--- src/trellisPkg.sv ---
/*
 * Shared types for the SOQPSK trellis front end. Samples are 18-bit signed I/Q.
 * Register offsets decode from the low address bits inside one 32-word space.
 */
package trellisPkg;

    // ----------------------------------------------------------
    // widths
    // ----------------------------------------------------------
    localparam int sampleWidth = 18;
    localparam int addrWidth = 13;
    localparam int dataWidth = 32;

    // number of DAC monitor channels
    localparam int dacChannels = 3;

    // ----------------------------------------------------------
    // register space layout
    // ----------------------------------------------------------
    // upper address bits from here up are compared with the space base
    localparam int spaceDecodeLsb = 5;

    // low address bits that select a register
    localparam int regAddrWidth = 2;

    // control register bits
    localparam int ctrlSlipBit = 0;
    localparam int ctrlDelayBit = 1;

    // width of one DAC select field, channel n sits at bits [2n+1:2n]
    localparam int dacSelWidth = 2;

    // ----------------------------------------------------------
    // datapath types
    // ----------------------------------------------------------
    typedef struct packed {
        logic signed [sampleWidth-1:0] i;
        logic signed [sampleWidth-1:0] q;
    } sample_t;

    // symbol timing strobes, each a single-cycle enable
    typedef struct packed {
        logic symEnEven;
        logic symEn;
        logic sym2xEn;
    } strobes_t;

    // ----------------------------------------------------------
    // register and control types
    // ----------------------------------------------------------
    typedef enum logic [regAddrWidth-1:0] {
        regControl   = 2'd0,
        regDacSelect = 2'd1
    } regAddr_t;

    // monitor source per DAC channel; code 3 behaves as off
    typedef enum logic [dacSelWidth-1:0] {
        dacOff      = 2'd0,
        dacTrellisI = 2'd1,
        dacTrellisQ = 2'd2
    } dacSource_t;

    // field order gives symbolSlip at bit 0 and symbolDelay at bit 1
    typedef struct packed {
        logic symbolDelay;
        logic symbolSlip;
    } control_t;

    typedef dacSource_t [dacChannels-1:0] dacSelect_t;

endpackage

--- src/trellisRegDecode.sv ---
/*
 * Register space of the trellis front end, written on clk when cs and wr0 are high.
 * The slip request bit self-clears when the slipper reports the slip as taken.
 */
`timescale 1ns/1ps

module trellisRegDecode
    import trellisPkg::*;
#(
    parameter logic [addrWidth-1:0] multihSpaceBase = 13'h0A00
) (
    input  logic                 clk,
    input  logic                 symbolSlipped,
    input  logic                 cs,
    input  logic                 wr0,
    input  logic [addrWidth-1:0] addr,
    input  logic [dataWidth-1:0] din,
    input  logic                 slipTaken,
    output logic [dataWidth-1:0] dout,
    output control_t             control,
    output dacSelect_t           dacSelect
);

    logic     inSpace;
    logic     wrEn;
    regAddr_t regSel;

    // ----------------------------------------------------------
    // address decode
    // ----------------------------------------------------------
    assign inSpace = cs && (addr[addrWidth-1:spaceDecodeLsb]
                            == multihSpaceBase[addrWidth-1:spaceDecodeLsb]);
    assign regSel  = regAddr_t'(addr[regAddrWidth-1:0]);
    assign wrEn    = inSpace && wr0;

    // ----------------------------------------------------------
    // control register
    // ----------------------------------------------------------
    always_ff @(posedge clk or posedge symbolSlipped) begin
        if (symbolSlipped) begin
            control <= '0;
        end else begin
            if (wrEn && regSel == regControl) begin
                control.symbolDelay <= din[ctrlDelayBit];
            end
            // taken slip wins over a write in the same cycle
            if (slipTaken) begin
                control.symbolSlip <= 1'b0;
            end else if (wrEn && regSel == regControl) begin
                control.symbolSlip <= din[ctrlSlipBit];
            end
        end
    end

    // ----------------------------------------------------------
    // DAC select register
    // ----------------------------------------------------------
    always_ff @(posedge clk or posedge symbolSlipped) begin
        if (symbolSlipped) begin
            for (int n = 0; n < dacChannels; n++) begin
                dacSelect[n] <= dacOff;
            end
        end else if (wrEn && regSel == regDacSelect) begin
            for (int n = 0; n < dacChannels; n++) begin
                dacSelect[n] <= dacSource_t'(din[n*dacSelWidth +: dacSelWidth]);
            end
        end
    end

    // readback, zero outside the space and for unused offsets
    always_comb begin
        dout = '0;
        if (inSpace) begin
            case (regSel)
                regControl: begin
                    dout[ctrlSlipBit]  = control.symbolSlip;
                    dout[ctrlDelayBit] = control.symbolDelay;
                end
                regDacSelect: begin
                    dout[dacChannels*dacSelWidth-1:0] = dacSelect;
                end
                default: begin
                    dout = '0;
                end
            endcase
        end
    end

endmodule

--- src/symbolSlipper.sv ---
/*
 * Reclocks the I/Q samples and symbol strobes by one cycle.
 * A pending slip request drops exactly one symEn; the other strobes pass as they are.
 */
`timescale 1ns/1ps

module symbolSlipper
    import trellisPkg::*;
(
    input  logic     clk,
    input  logic     symbolSlipped,
    input  sample_t  sampleIn,
    input  strobes_t strobesIn,
    input  logic     slipRequest,
    output sample_t  sample,
    output strobes_t strobes,
    output logic     slipTaken
);

    // request still open and not already served this cycle
    logic slipArmed;
    logic dropSymEn;

    // the request bit clears one cycle after slipTaken, so mask it meanwhile
    assign slipArmed = slipRequest && !slipTaken;
    assign dropSymEn = slipArmed && strobesIn.symEn;

    // ----------------------------------------------------------
    // sample reclock
    // ----------------------------------------------------------
    always_ff @(posedge clk) begin
        sample <= sampleIn;
    end

    // ----------------------------------------------------------
    // strobe reclock and slip
    // ----------------------------------------------------------
    always_ff @(posedge clk or posedge symbolSlipped) begin
        if (symbolSlipped) begin
            strobes   <= '0;
            slipTaken <= 1'b0;
        end else begin
            strobes.symEnEven <= strobesIn.symEnEven;
            strobes.sym2xEn   <= strobesIn.sym2xEn;
            if (dropSymEn) begin
                // swallow this symbol, timing moves one symbol later
                strobes.symEn <= 1'b0;
                slipTaken     <= 1'b1;
            end else begin
                strobes.symEn <= strobesIn.symEn;
                slipTaken     <= 1'b0;
            end
        end
    end

endmodule

--- src/sampleAligner.sv ---
/*
 * Latches I/Q on each sym2xEn strobe, optionally one strobe late.
 * Strobes leave one cycle delayed so they line up with the latched sample.
 */
`timescale 1ns/1ps

module sampleAligner
    import trellisPkg::*;
(
    input  logic     clk,
    input  logic     symbolSlipped,
    input  sample_t  sample,
    input  strobes_t strobes,
    input  logic     symbolDelay,
    output sample_t  sampleOut,
    output strobes_t strobesOut
);

    // sample taken at the previous sym2xEn strobe
    sample_t heldSample;

    // ----------------------------------------------------------
    // half-rate latch
    // ----------------------------------------------------------
    always_ff @(posedge clk or posedge symbolSlipped) begin
        if (symbolSlipped) begin
            heldSample <= '0;
            sampleOut  <= '0;
        end else if (strobes.sym2xEn) begin
            heldSample <= sample;
            // half-symbol delay picks the older sample
            if (symbolDelay) begin
                sampleOut <= heldSample;
            end else begin
                sampleOut <= sample;
            end
        end
    end

    // strobes follow the latch by one cycle
    always_ff @(posedge clk or posedge symbolSlipped) begin
        if (symbolSlipped) begin
            strobesOut <= '0;
        end else begin
            strobesOut <= strobes;
        end
    end

endmodule

--- src/dacOutputMux.sv ---
/*
 * Three registered DAC monitor channels, one cycle behind the aligned sample.
 * Select codes other than I or Q give zero data with the clock enable held low.
 */
`timescale 1ns/1ps

module dacOutputMux
    import trellisPkg::*;
(
    input  logic                          clk,
    input  logic                          symbolSlipped,
    input  sample_t                       sample,
    input  logic                          sampleEn,
    input  dacSelect_t                    dacSelect,
    output logic signed [sampleWidth-1:0] dacData [dacChannels],
    output logic [dacChannels-1:0]        dacClkEn
);

    // ----------------------------------------------------------
    // per-channel source select
    // ----------------------------------------------------------
    for (genvar ch = 0; ch < dacChannels; ch++) begin : gChannel
        logic signed [sampleWidth-1:0] chData;
        logic                          chClkEn;

        always_ff @(posedge clk or posedge symbolSlipped) begin
            if (symbolSlipped) begin
                chData  <= '0;
                chClkEn <= 1'b0;
            end else begin
                case (dacSelect[ch])
                    dacTrellisI: begin
                        chData  <= sample.i;
                        chClkEn <= sampleEn;
                    end
                    dacTrellisQ: begin
                        chData  <= sample.q;
                        chClkEn <= sampleEn;
                    end
                    dacOff: begin
                        chData  <= '0;
                        chClkEn <= 1'b0;
                    end
                    default: begin
                        // unused code, treat as off
                        chData  <= '0;
                        chClkEn <= 1'b0;
                    end
                endcase
            end
        end

        assign dacData[ch]  = chData;
        assign dacClkEn[ch] = chClkEn;
    end

endmodule

--- src/trellisFrontEnd.sv ---
/*
 * Front end of the multi-h SOQPSK trellis demodulator, all on one clock.
 * Samples and strobes reach the outputs 2 cycles after input, DACs after 3.
 */
`timescale 1ns/1ps

module trellisFrontEnd
    import trellisPkg::*;
#(
    parameter logic [addrWidth-1:0] multihSpaceBase = 13'h0A00
) (
    input  logic                          clk,
    input  logic                          symbolSlipped,
    input  sample_t                       sampleIn,
    input  strobes_t                      strobesIn,
    input  logic                          cs,
    input  logic                          wr0,
    input  logic [addrWidth-1:0]          addr,
    input  logic [dataWidth-1:0]          din,
    output logic [dataWidth-1:0]          dout,
    output logic signed [sampleWidth-1:0] dacData [dacChannels],
    output logic [dacChannels-1:0]        dacClkEn,
    output sample_t                       sampleOut,
    output strobes_t                      strobesOut
);

    control_t   control;
    dacSelect_t dacSelect;
    sample_t    slipSample;
    strobes_t   slipStrobes;
    logic       slipTaken;

    // ----------------------------------------------------------
    // decode
    // ----------------------------------------------------------
    trellisRegDecode #(
        .multihSpaceBase(multihSpaceBase)
    ) trellisRegDecode_inst (
        .clk          (clk),
        .symbolSlipped(symbolSlipped),
        .cs           (cs),
        .wr0          (wr0),
        .addr         (addr),
        .din          (din),
        .slipTaken    (slipTaken),
        .dout         (dout),
        .control      (control),
        .dacSelect    (dacSelect)
    );

    // ----------------------------------------------------------
    // execute
    // ----------------------------------------------------------
    symbolSlipper symbolSlipper_inst (
        .clk          (clk),
        .symbolSlipped(symbolSlipped),
        .sampleIn     (sampleIn),
        .strobesIn    (strobesIn),
        .slipRequest  (control.symbolSlip),
        .sample       (slipSample),
        .strobes      (slipStrobes),
        .slipTaken    (slipTaken)
    );

    sampleAligner sampleAligner_inst (
        .clk          (clk),
        .symbolSlipped(symbolSlipped),
        .sample       (slipSample),
        .strobes      (slipStrobes),
        .symbolDelay  (control.symbolDelay),
        .sampleOut    (sampleOut),
        .strobesOut   (strobesOut)
    );

    // result, DAC monitors clocked at the half-symbol rate
    dacOutputMux dacOutputMux_inst (
        .clk          (clk),
        .symbolSlipped(symbolSlipped),
        .sample       (sampleOut),
        .sampleEn     (strobesOut.sym2xEn),
        .dacSelect    (dacSelect),
        .dacData      (dacData),
        .dacClkEn     (dacClkEn)
    );

endmodule

--- config.mk ---
export PLATFORM = sky130hd
export DESIGN_NAME = trellisFrontEnd
export DESIGN_NICKNAME = d
export VERILOG_FILES = /design/src/trellisPkg.sv /design/src/trellisRegDecode.sv /design/src/symbolSlipper.sv /design/src/sampleAligner.sv /design/src/dacOutputMux.sv /design/src/trellisFrontEnd.sv
export SDC_FILE = /design/constraint.sdc
export NUM_CORES = 1
export LEC_CHECK = 0
export ABC_AREA = 1
export BUFFER_PORTS_ARGS = -buffer_cell sky130_fd_sc_hd__buf_4
export CORE_AREA = 3 3 119 121
export CTS_BUF_LIST = sky130_fd_sc_hd__clkbuf_8
export DETAILED_ROUTE_END_ITERATION = 8
export DIE_AREA = 0 0 122 124
export HOLD_SLACK_MARGIN = 0.08
export PLACE_DENSITY = 0.92
export SLEW_MARGIN = 10
export SYNTH_ARGS = -nofsm -noshare
export SYNTH_HDL_FRONTEND = slang
export SYNTH_SLANG_ARGS = --single-unit
--- constraint.sdc ---
create_clock -name clk -period 5.3 [get_ports clk]
set_input_delay 0 -clock clk [delete_from_list [all_inputs] [get_ports clk]]
set_output_delay 0 -clock clk [all_outputs]
set_load 0.005 [all_outputs]
== After elaboration in Yosys (flattened, before gate mapping) ==
Cells that the tools add are included.
Word-level totals
  register bits after elaboration: 180
  input bits: 88
  output and inout bits: 128
  word-level logic and storage cells: 58
Cells by class
  equality and inequality tests: 8
  multiplexer cells: 14
  reductions and logical operators: 12
Operator list (number)
  $pmux W18 S2: 3
  $mux W36: 1
  $eq A2 B1 Y1 const B: 4
  $eq A8 B7 Y1 const B: 1
  $mux W1: 7
  $eq A2 B2 Y1 const B: 3
  $logic_and A1 B1 Y1: 6
  $mux W6: 1
  $reduce_or A2 Y1: 3
  $mux W4: 1
  $pmux W2 S2: 1
  $logic_not A2 Y1: 1
  $reduce_bool A2 Y1: 1
  $logic_not A1 Y1: 1

== Depth between registers and ports, before layout ==
  depth after elaboration: 6
  mapped depth: 8
  depth with buffers taken out: 8

== By module ==
From an unflattened synthesis, not the netlist that was laid out.
Unflattened totals
  cell total of the unflattened synthesis: 823
  area total of the unflattened synthesis: 7528.5 um^2
Modules (own cells, without submodules)
  sampleAligner: times used 1, cells an instance 424, area an instance 3357.0 um^2
  dacOutputMux: times used 1, cells an instance 257, area an instance 2621.3 um^2
  symbolSlipper: times used 1, cells an instance 46, area an instance 847.1 um^2
  trellisRegDecode: times used 1, cells an instance 96, area an instance 703.2 um^2

== Worst setup path before layout ==
Ideal clock, no wire load.
  kind: register to register
  start: reg trellisRegDecode_inst.dacSelect[0] (netlist bit)
  end: reg dacOutputMux_inst.gChannel[0].chClkEn
  library setup time: 0.132 ns
  arrival: 1.176 ns
  required time: 5.168 ns
  slack: 3.992 ns
  stages on the path, launching flop included: 6
  path buffers: 2
  cell sequence: dfrtp_1 > inv_1 > ha_1 > buf_2 > buf_1 > nor2_1
Between the ends
  longest elaborated chain between the ends: 3
  elaborated cells on any way between the ends: 4
  classes of those cells: 2 x eq/ne; 1 x mux; 1 x reduce/logical
Ends and longest elaborated chain
  from (decl): line trellisRegDecode.sv:21  | output dacSelect_t dacSelect
  from (signal, indexed assignment): line trellisRegDecode.sv:61  | dacSelect[n] <= dacOff;
  from (signal, indexed assignment): line trellisRegDecode.sv:65  | dacSelect[n] <= dacSource_t'(din[n*dacSelWidth +: dacSelWidth]);
  $eq A2 B1 Y1 / $eq A2 B2 Y1 (equally long branches): line dacOutputMux.sv:31  | case (dacSelect[ch])
  $reduce_or A2 Y1 (no line) (*)
  $mux W1 (*): line dacOutputMux.sv:31
  to (signal assigned): line dacOutputMux.sv:34  | chClkEn <= sampleEn;
  to (signal assigned): line dacOutputMux.sv:38  | chClkEn <= sampleEn;
  to (decl): line dacOutputMux.sv:24  | logic chClkEn;
Mark *: on every way between the ends. The rest lies on a longest branch, timed or not.
A chain may end at the register's enable or synchronous reset.

==> metrics.md <==
| Metric | Value |
|---|---|
| Max-cap viol count | `0` |
| DP Cell Count | `1035` |
| Number of synthesized flops with an enable pin | `0` |
| CTS tree | `done` |
| Clk_skew | `approximately 0.017 ns` |
| CP Data Required Time | `roughly 5.7 ns` |
| # IOs | `between 200 and 250` |
| DRC viols | `0` |
| Worst Setup End Kind | `flop` |
| Fin crit period | `1.91 ns` |
| Worst path bufs/invs | `1` |
| Initial DRC count | `660` |
| Crit path capture | `sampleAligner_inst.sampleOut[22]` |
| WL/cell | `around 16 microns` |
| Largest net degree at the start of global routing | `between 100 and 150` |
| GPL Wtd Cong | `about 0.87` |
| CP startpoint kind | `flop` |
| Warnings, synthesis | `0` |
| Most frequent cells in the layout | `nand2_1, buf_4, dfrtp_1` |
| Clock buffer count from CTS | `17` |
| Max rail drop VDD | `around 0.00021 V` |
| Finished Layout Cells | `around 1100` |
| Top Family by Delay on Critical Path | `buffers and inverters` |
| Total GRT Usage | `0.243` |
| Design area | `9060 sq um` |
| Maximum achievable frequency | `523 MHz` |
| Die X | `~120 microns` |
| Primary FF master, synth | `dfrtp_1` |
| Total gr overflow | `0` |
| Postcts setup bufs | `0` |
| TNS Setup | `0 ns` |
| R2r endpoint | `sampleAligner_inst.sampleOut[22]` |
| Worst R2R Setup Slack | `3.39 ns` |
| DP HPWL | `11900 microns` |
| Clk slew on worst S/H paths | `around 0.10 ns` |
| Count of final hold-check violations | `0` |
| Ys async rst share | `0.800` |
| Die height | `~120 microns` |
| Clock Path Buffers | `2` |
| Max incr delay on CP | `0.82 ns` |
| Slew HR | `0.309` |
| Ranking of synthesized cells by area | `dfrtp_1, dfxtp_1, nand2_1` |
| Fillers | `951` |
| Via-to-Cell Ratio | `just over 5` |
| First-pass GRT wire length | `between 20000 and 30000 microns` |
| CP cell instances | `buf_4 > o211ai_1 > o21ai_0` |
| Initial core utilization | `0.531` |
| Post-synthesis sequential area ratio | `0.617` |
| Drt total wl | `~18000 microns` |
| PortBufs | `160` |
| Setup-failing EPs final | `0` |
| Worst-skew pair later-pin latency | `0.46 ns` |
| Post-Syn Instances | `744` |
| Yosys top cell by area | `dfrtp_1` |
| Crit path arrival time | `~2.3 ns` |
| #FFs+latches synth | `180` |
| Die ar. | `around 15000 sq um` |
| Worst-margin pin slew | `~1.0 ns` |
| Status | `complete, no violations` |
| CP Max Fanout | `~120` |
| Vias in the first global route | `5495` |
| Period utilization | `0.361` |
| Initial antenna violation count | `2` |
| Share of cells above drive strength 1 | `0.217` |
| Worst Reg-to-Reg Cells | `3` |
| P per Cell Area | `between 200 and 300 nW/um^2` |
| RSZ-0062 raised after global routing | `no` |
| WHS | `~0.18 ns` |
| Final antenna-violating net count | `0` |
| Yosys top cell area share | `0.514` |
| Library cells used by synthesis | `22` |
| Area Overhead vs Synth | `29.3%` |
| Slew Limit Fails | `0` |
| Crit path from | `symbolSlipper_inst.strobes[0]` |
| Row count | `42` |
| Root Driver | `clkbuf_8` |
| CORE AREA | `between 10000 and 15000 sq um` |
| Worst setup margin | `around 3.4 ns` |
| H-tree lvl count | `4` |
| Reg-to-Reg Start | `symbolSlipper_inst.strobes[0]` |
| Dpl ws | `between 3 and 4 ns` |
| Stages on worst setup path | `3` |
| Crit path kind | `flop to flop` |
| Hold Crit Class | `primary input to flop` |
| Via count | `5793` |
| Fin nets | `slightly above 1000` |
| P_leak | `around 4.2 nW` |
| Placed inst area | `~8100 sq um` |
| Mean Syn Cell Area | `between 9 and 10 sq um` |
| Critical-path top delay cell | `buf_4` |
| Most common cell after layout, fill and taps aside | `nand2_1` |
| CTS resizes | `0` |
| CTS Sinks | `180` |
| Synth Cell Area | `7000 sq um` |
| Drt pass-1 iters | `6` |
report_power, final:
group	internal (mW)	switching, mW
combinational	0.122	0.121
clock	0.436	0.494
sequential	1.44	0.0790
kinds of logic after synthesis:
logic type	share of synthesized area
other	0.000535
buffers and inverters	0.101
DFF	0.617
AOI/OAI and AO/OA	0.139
adders and majority gates	0.0107
and+or+nand+nor	0.132
metrics by stage:
stage	power, mW	util
6_report	2.70	0.687
2_1_floorplan	1.64	-
5_1_grt	2.80	0.687
3_5_place_dp	1.76	0.615
3_3_place_gp	1.74	0.615
4_1_cts	2.70	0.686
cells in the mapped netlist, types with 2 or more instances:
library cell  count
nand2_1         177
dfrtp_1         144
a21oi_1         101
inv_1            71
nor2_1           55
dfxtp_1          36
buf_4            32
buf_2            29
o21ai_0          29
o21a_1           22
o211ai_1         14
clkbuf_1          8
ha_1              6
o21ai_2           6
nor3_1            4
buf_1             3
nand3_1           2
worst min path at each step:
| stage | cells past startpoint | from | endpoint |
|---|---|---|---|
| after detailed placement | 1 | sampleIn[10] | symbolSlipper_inst.sample[10] |
| after CTS | 2 | sampleIn[17] | symbolSlipper_inst.sample[17] |
| after floorplan | 0 | sampleIn[0] | symbolSlipper_inst.sample[0] |
| after global placement | 1 | sampleIn[31] | symbolSlipper_inst.sample[31] |
| after global routing | 2 | sampleIn[9] | symbolSlipper_inst.sample[9] |
| final | 2 | sampleIn[17] | symbolSlipper_inst.sample[17] |
layer usage:
| layer | track usage | share of wire | up-vias | wire length [microns] |
|---|---|---|---|---|
| met5 | 0 | 0 | - | 0 |
| met4 | 0.145 | 0.051 | 0 | 934 |
| met3 | 0.0645 | 0.086 | 68 | 1570 |
| met2 | 0.386 | 0.48 | 356 | 8810 |
| met1 | 0.302 | 0.38 | 2706 | 7050 |
| li1 | - | - | 2663 | - |
registers in the layout (all words and copies together), names as in the netlist:
signal	cells
symbolSlipper_inst.sample	36
sampleAligner_inst.heldSample	36
symbolSlipper_inst.slipTaken	1
sampleAligner_inst.sampleOut	36
trellisRegDecode_inst.control	2
dacOutputMux_inst.gChannel.chData	54
sampleAligner_inst.strobesOut	3
trellisRegDecode_inst.dacSelect	6
symbolSlipper_inst.strobes	3
dacOutputMux_inst.gChannel.chClkEn	3
final cells by class:
| type | instances | area, sq um | area share |
|---|---|---|---|
| antenna | 2 | 5.00 | 0.000552 |
| clock buffer | 18 | 248 | 0.0273 |
| clock inverter | 14 | 153 | 0.0168 |
| inverter | 71 | 272 | 0.0300 |
| multi-input combinational | 445 | 2070 | 0.228 |
| sequential | 180 | 4330 | 0.478 |
| tap | 176 | 220 | 0.0243 |
| timing repair buffer | 217 | 1760 | 0.195 |
repair_timing:
item | in CTS | in global routing
setup endpoints to repair | 0 | 0
hold endpoints to repair | 154 | 0
hold buffers | 54 | 0
(Power assumes the default switching activity.)
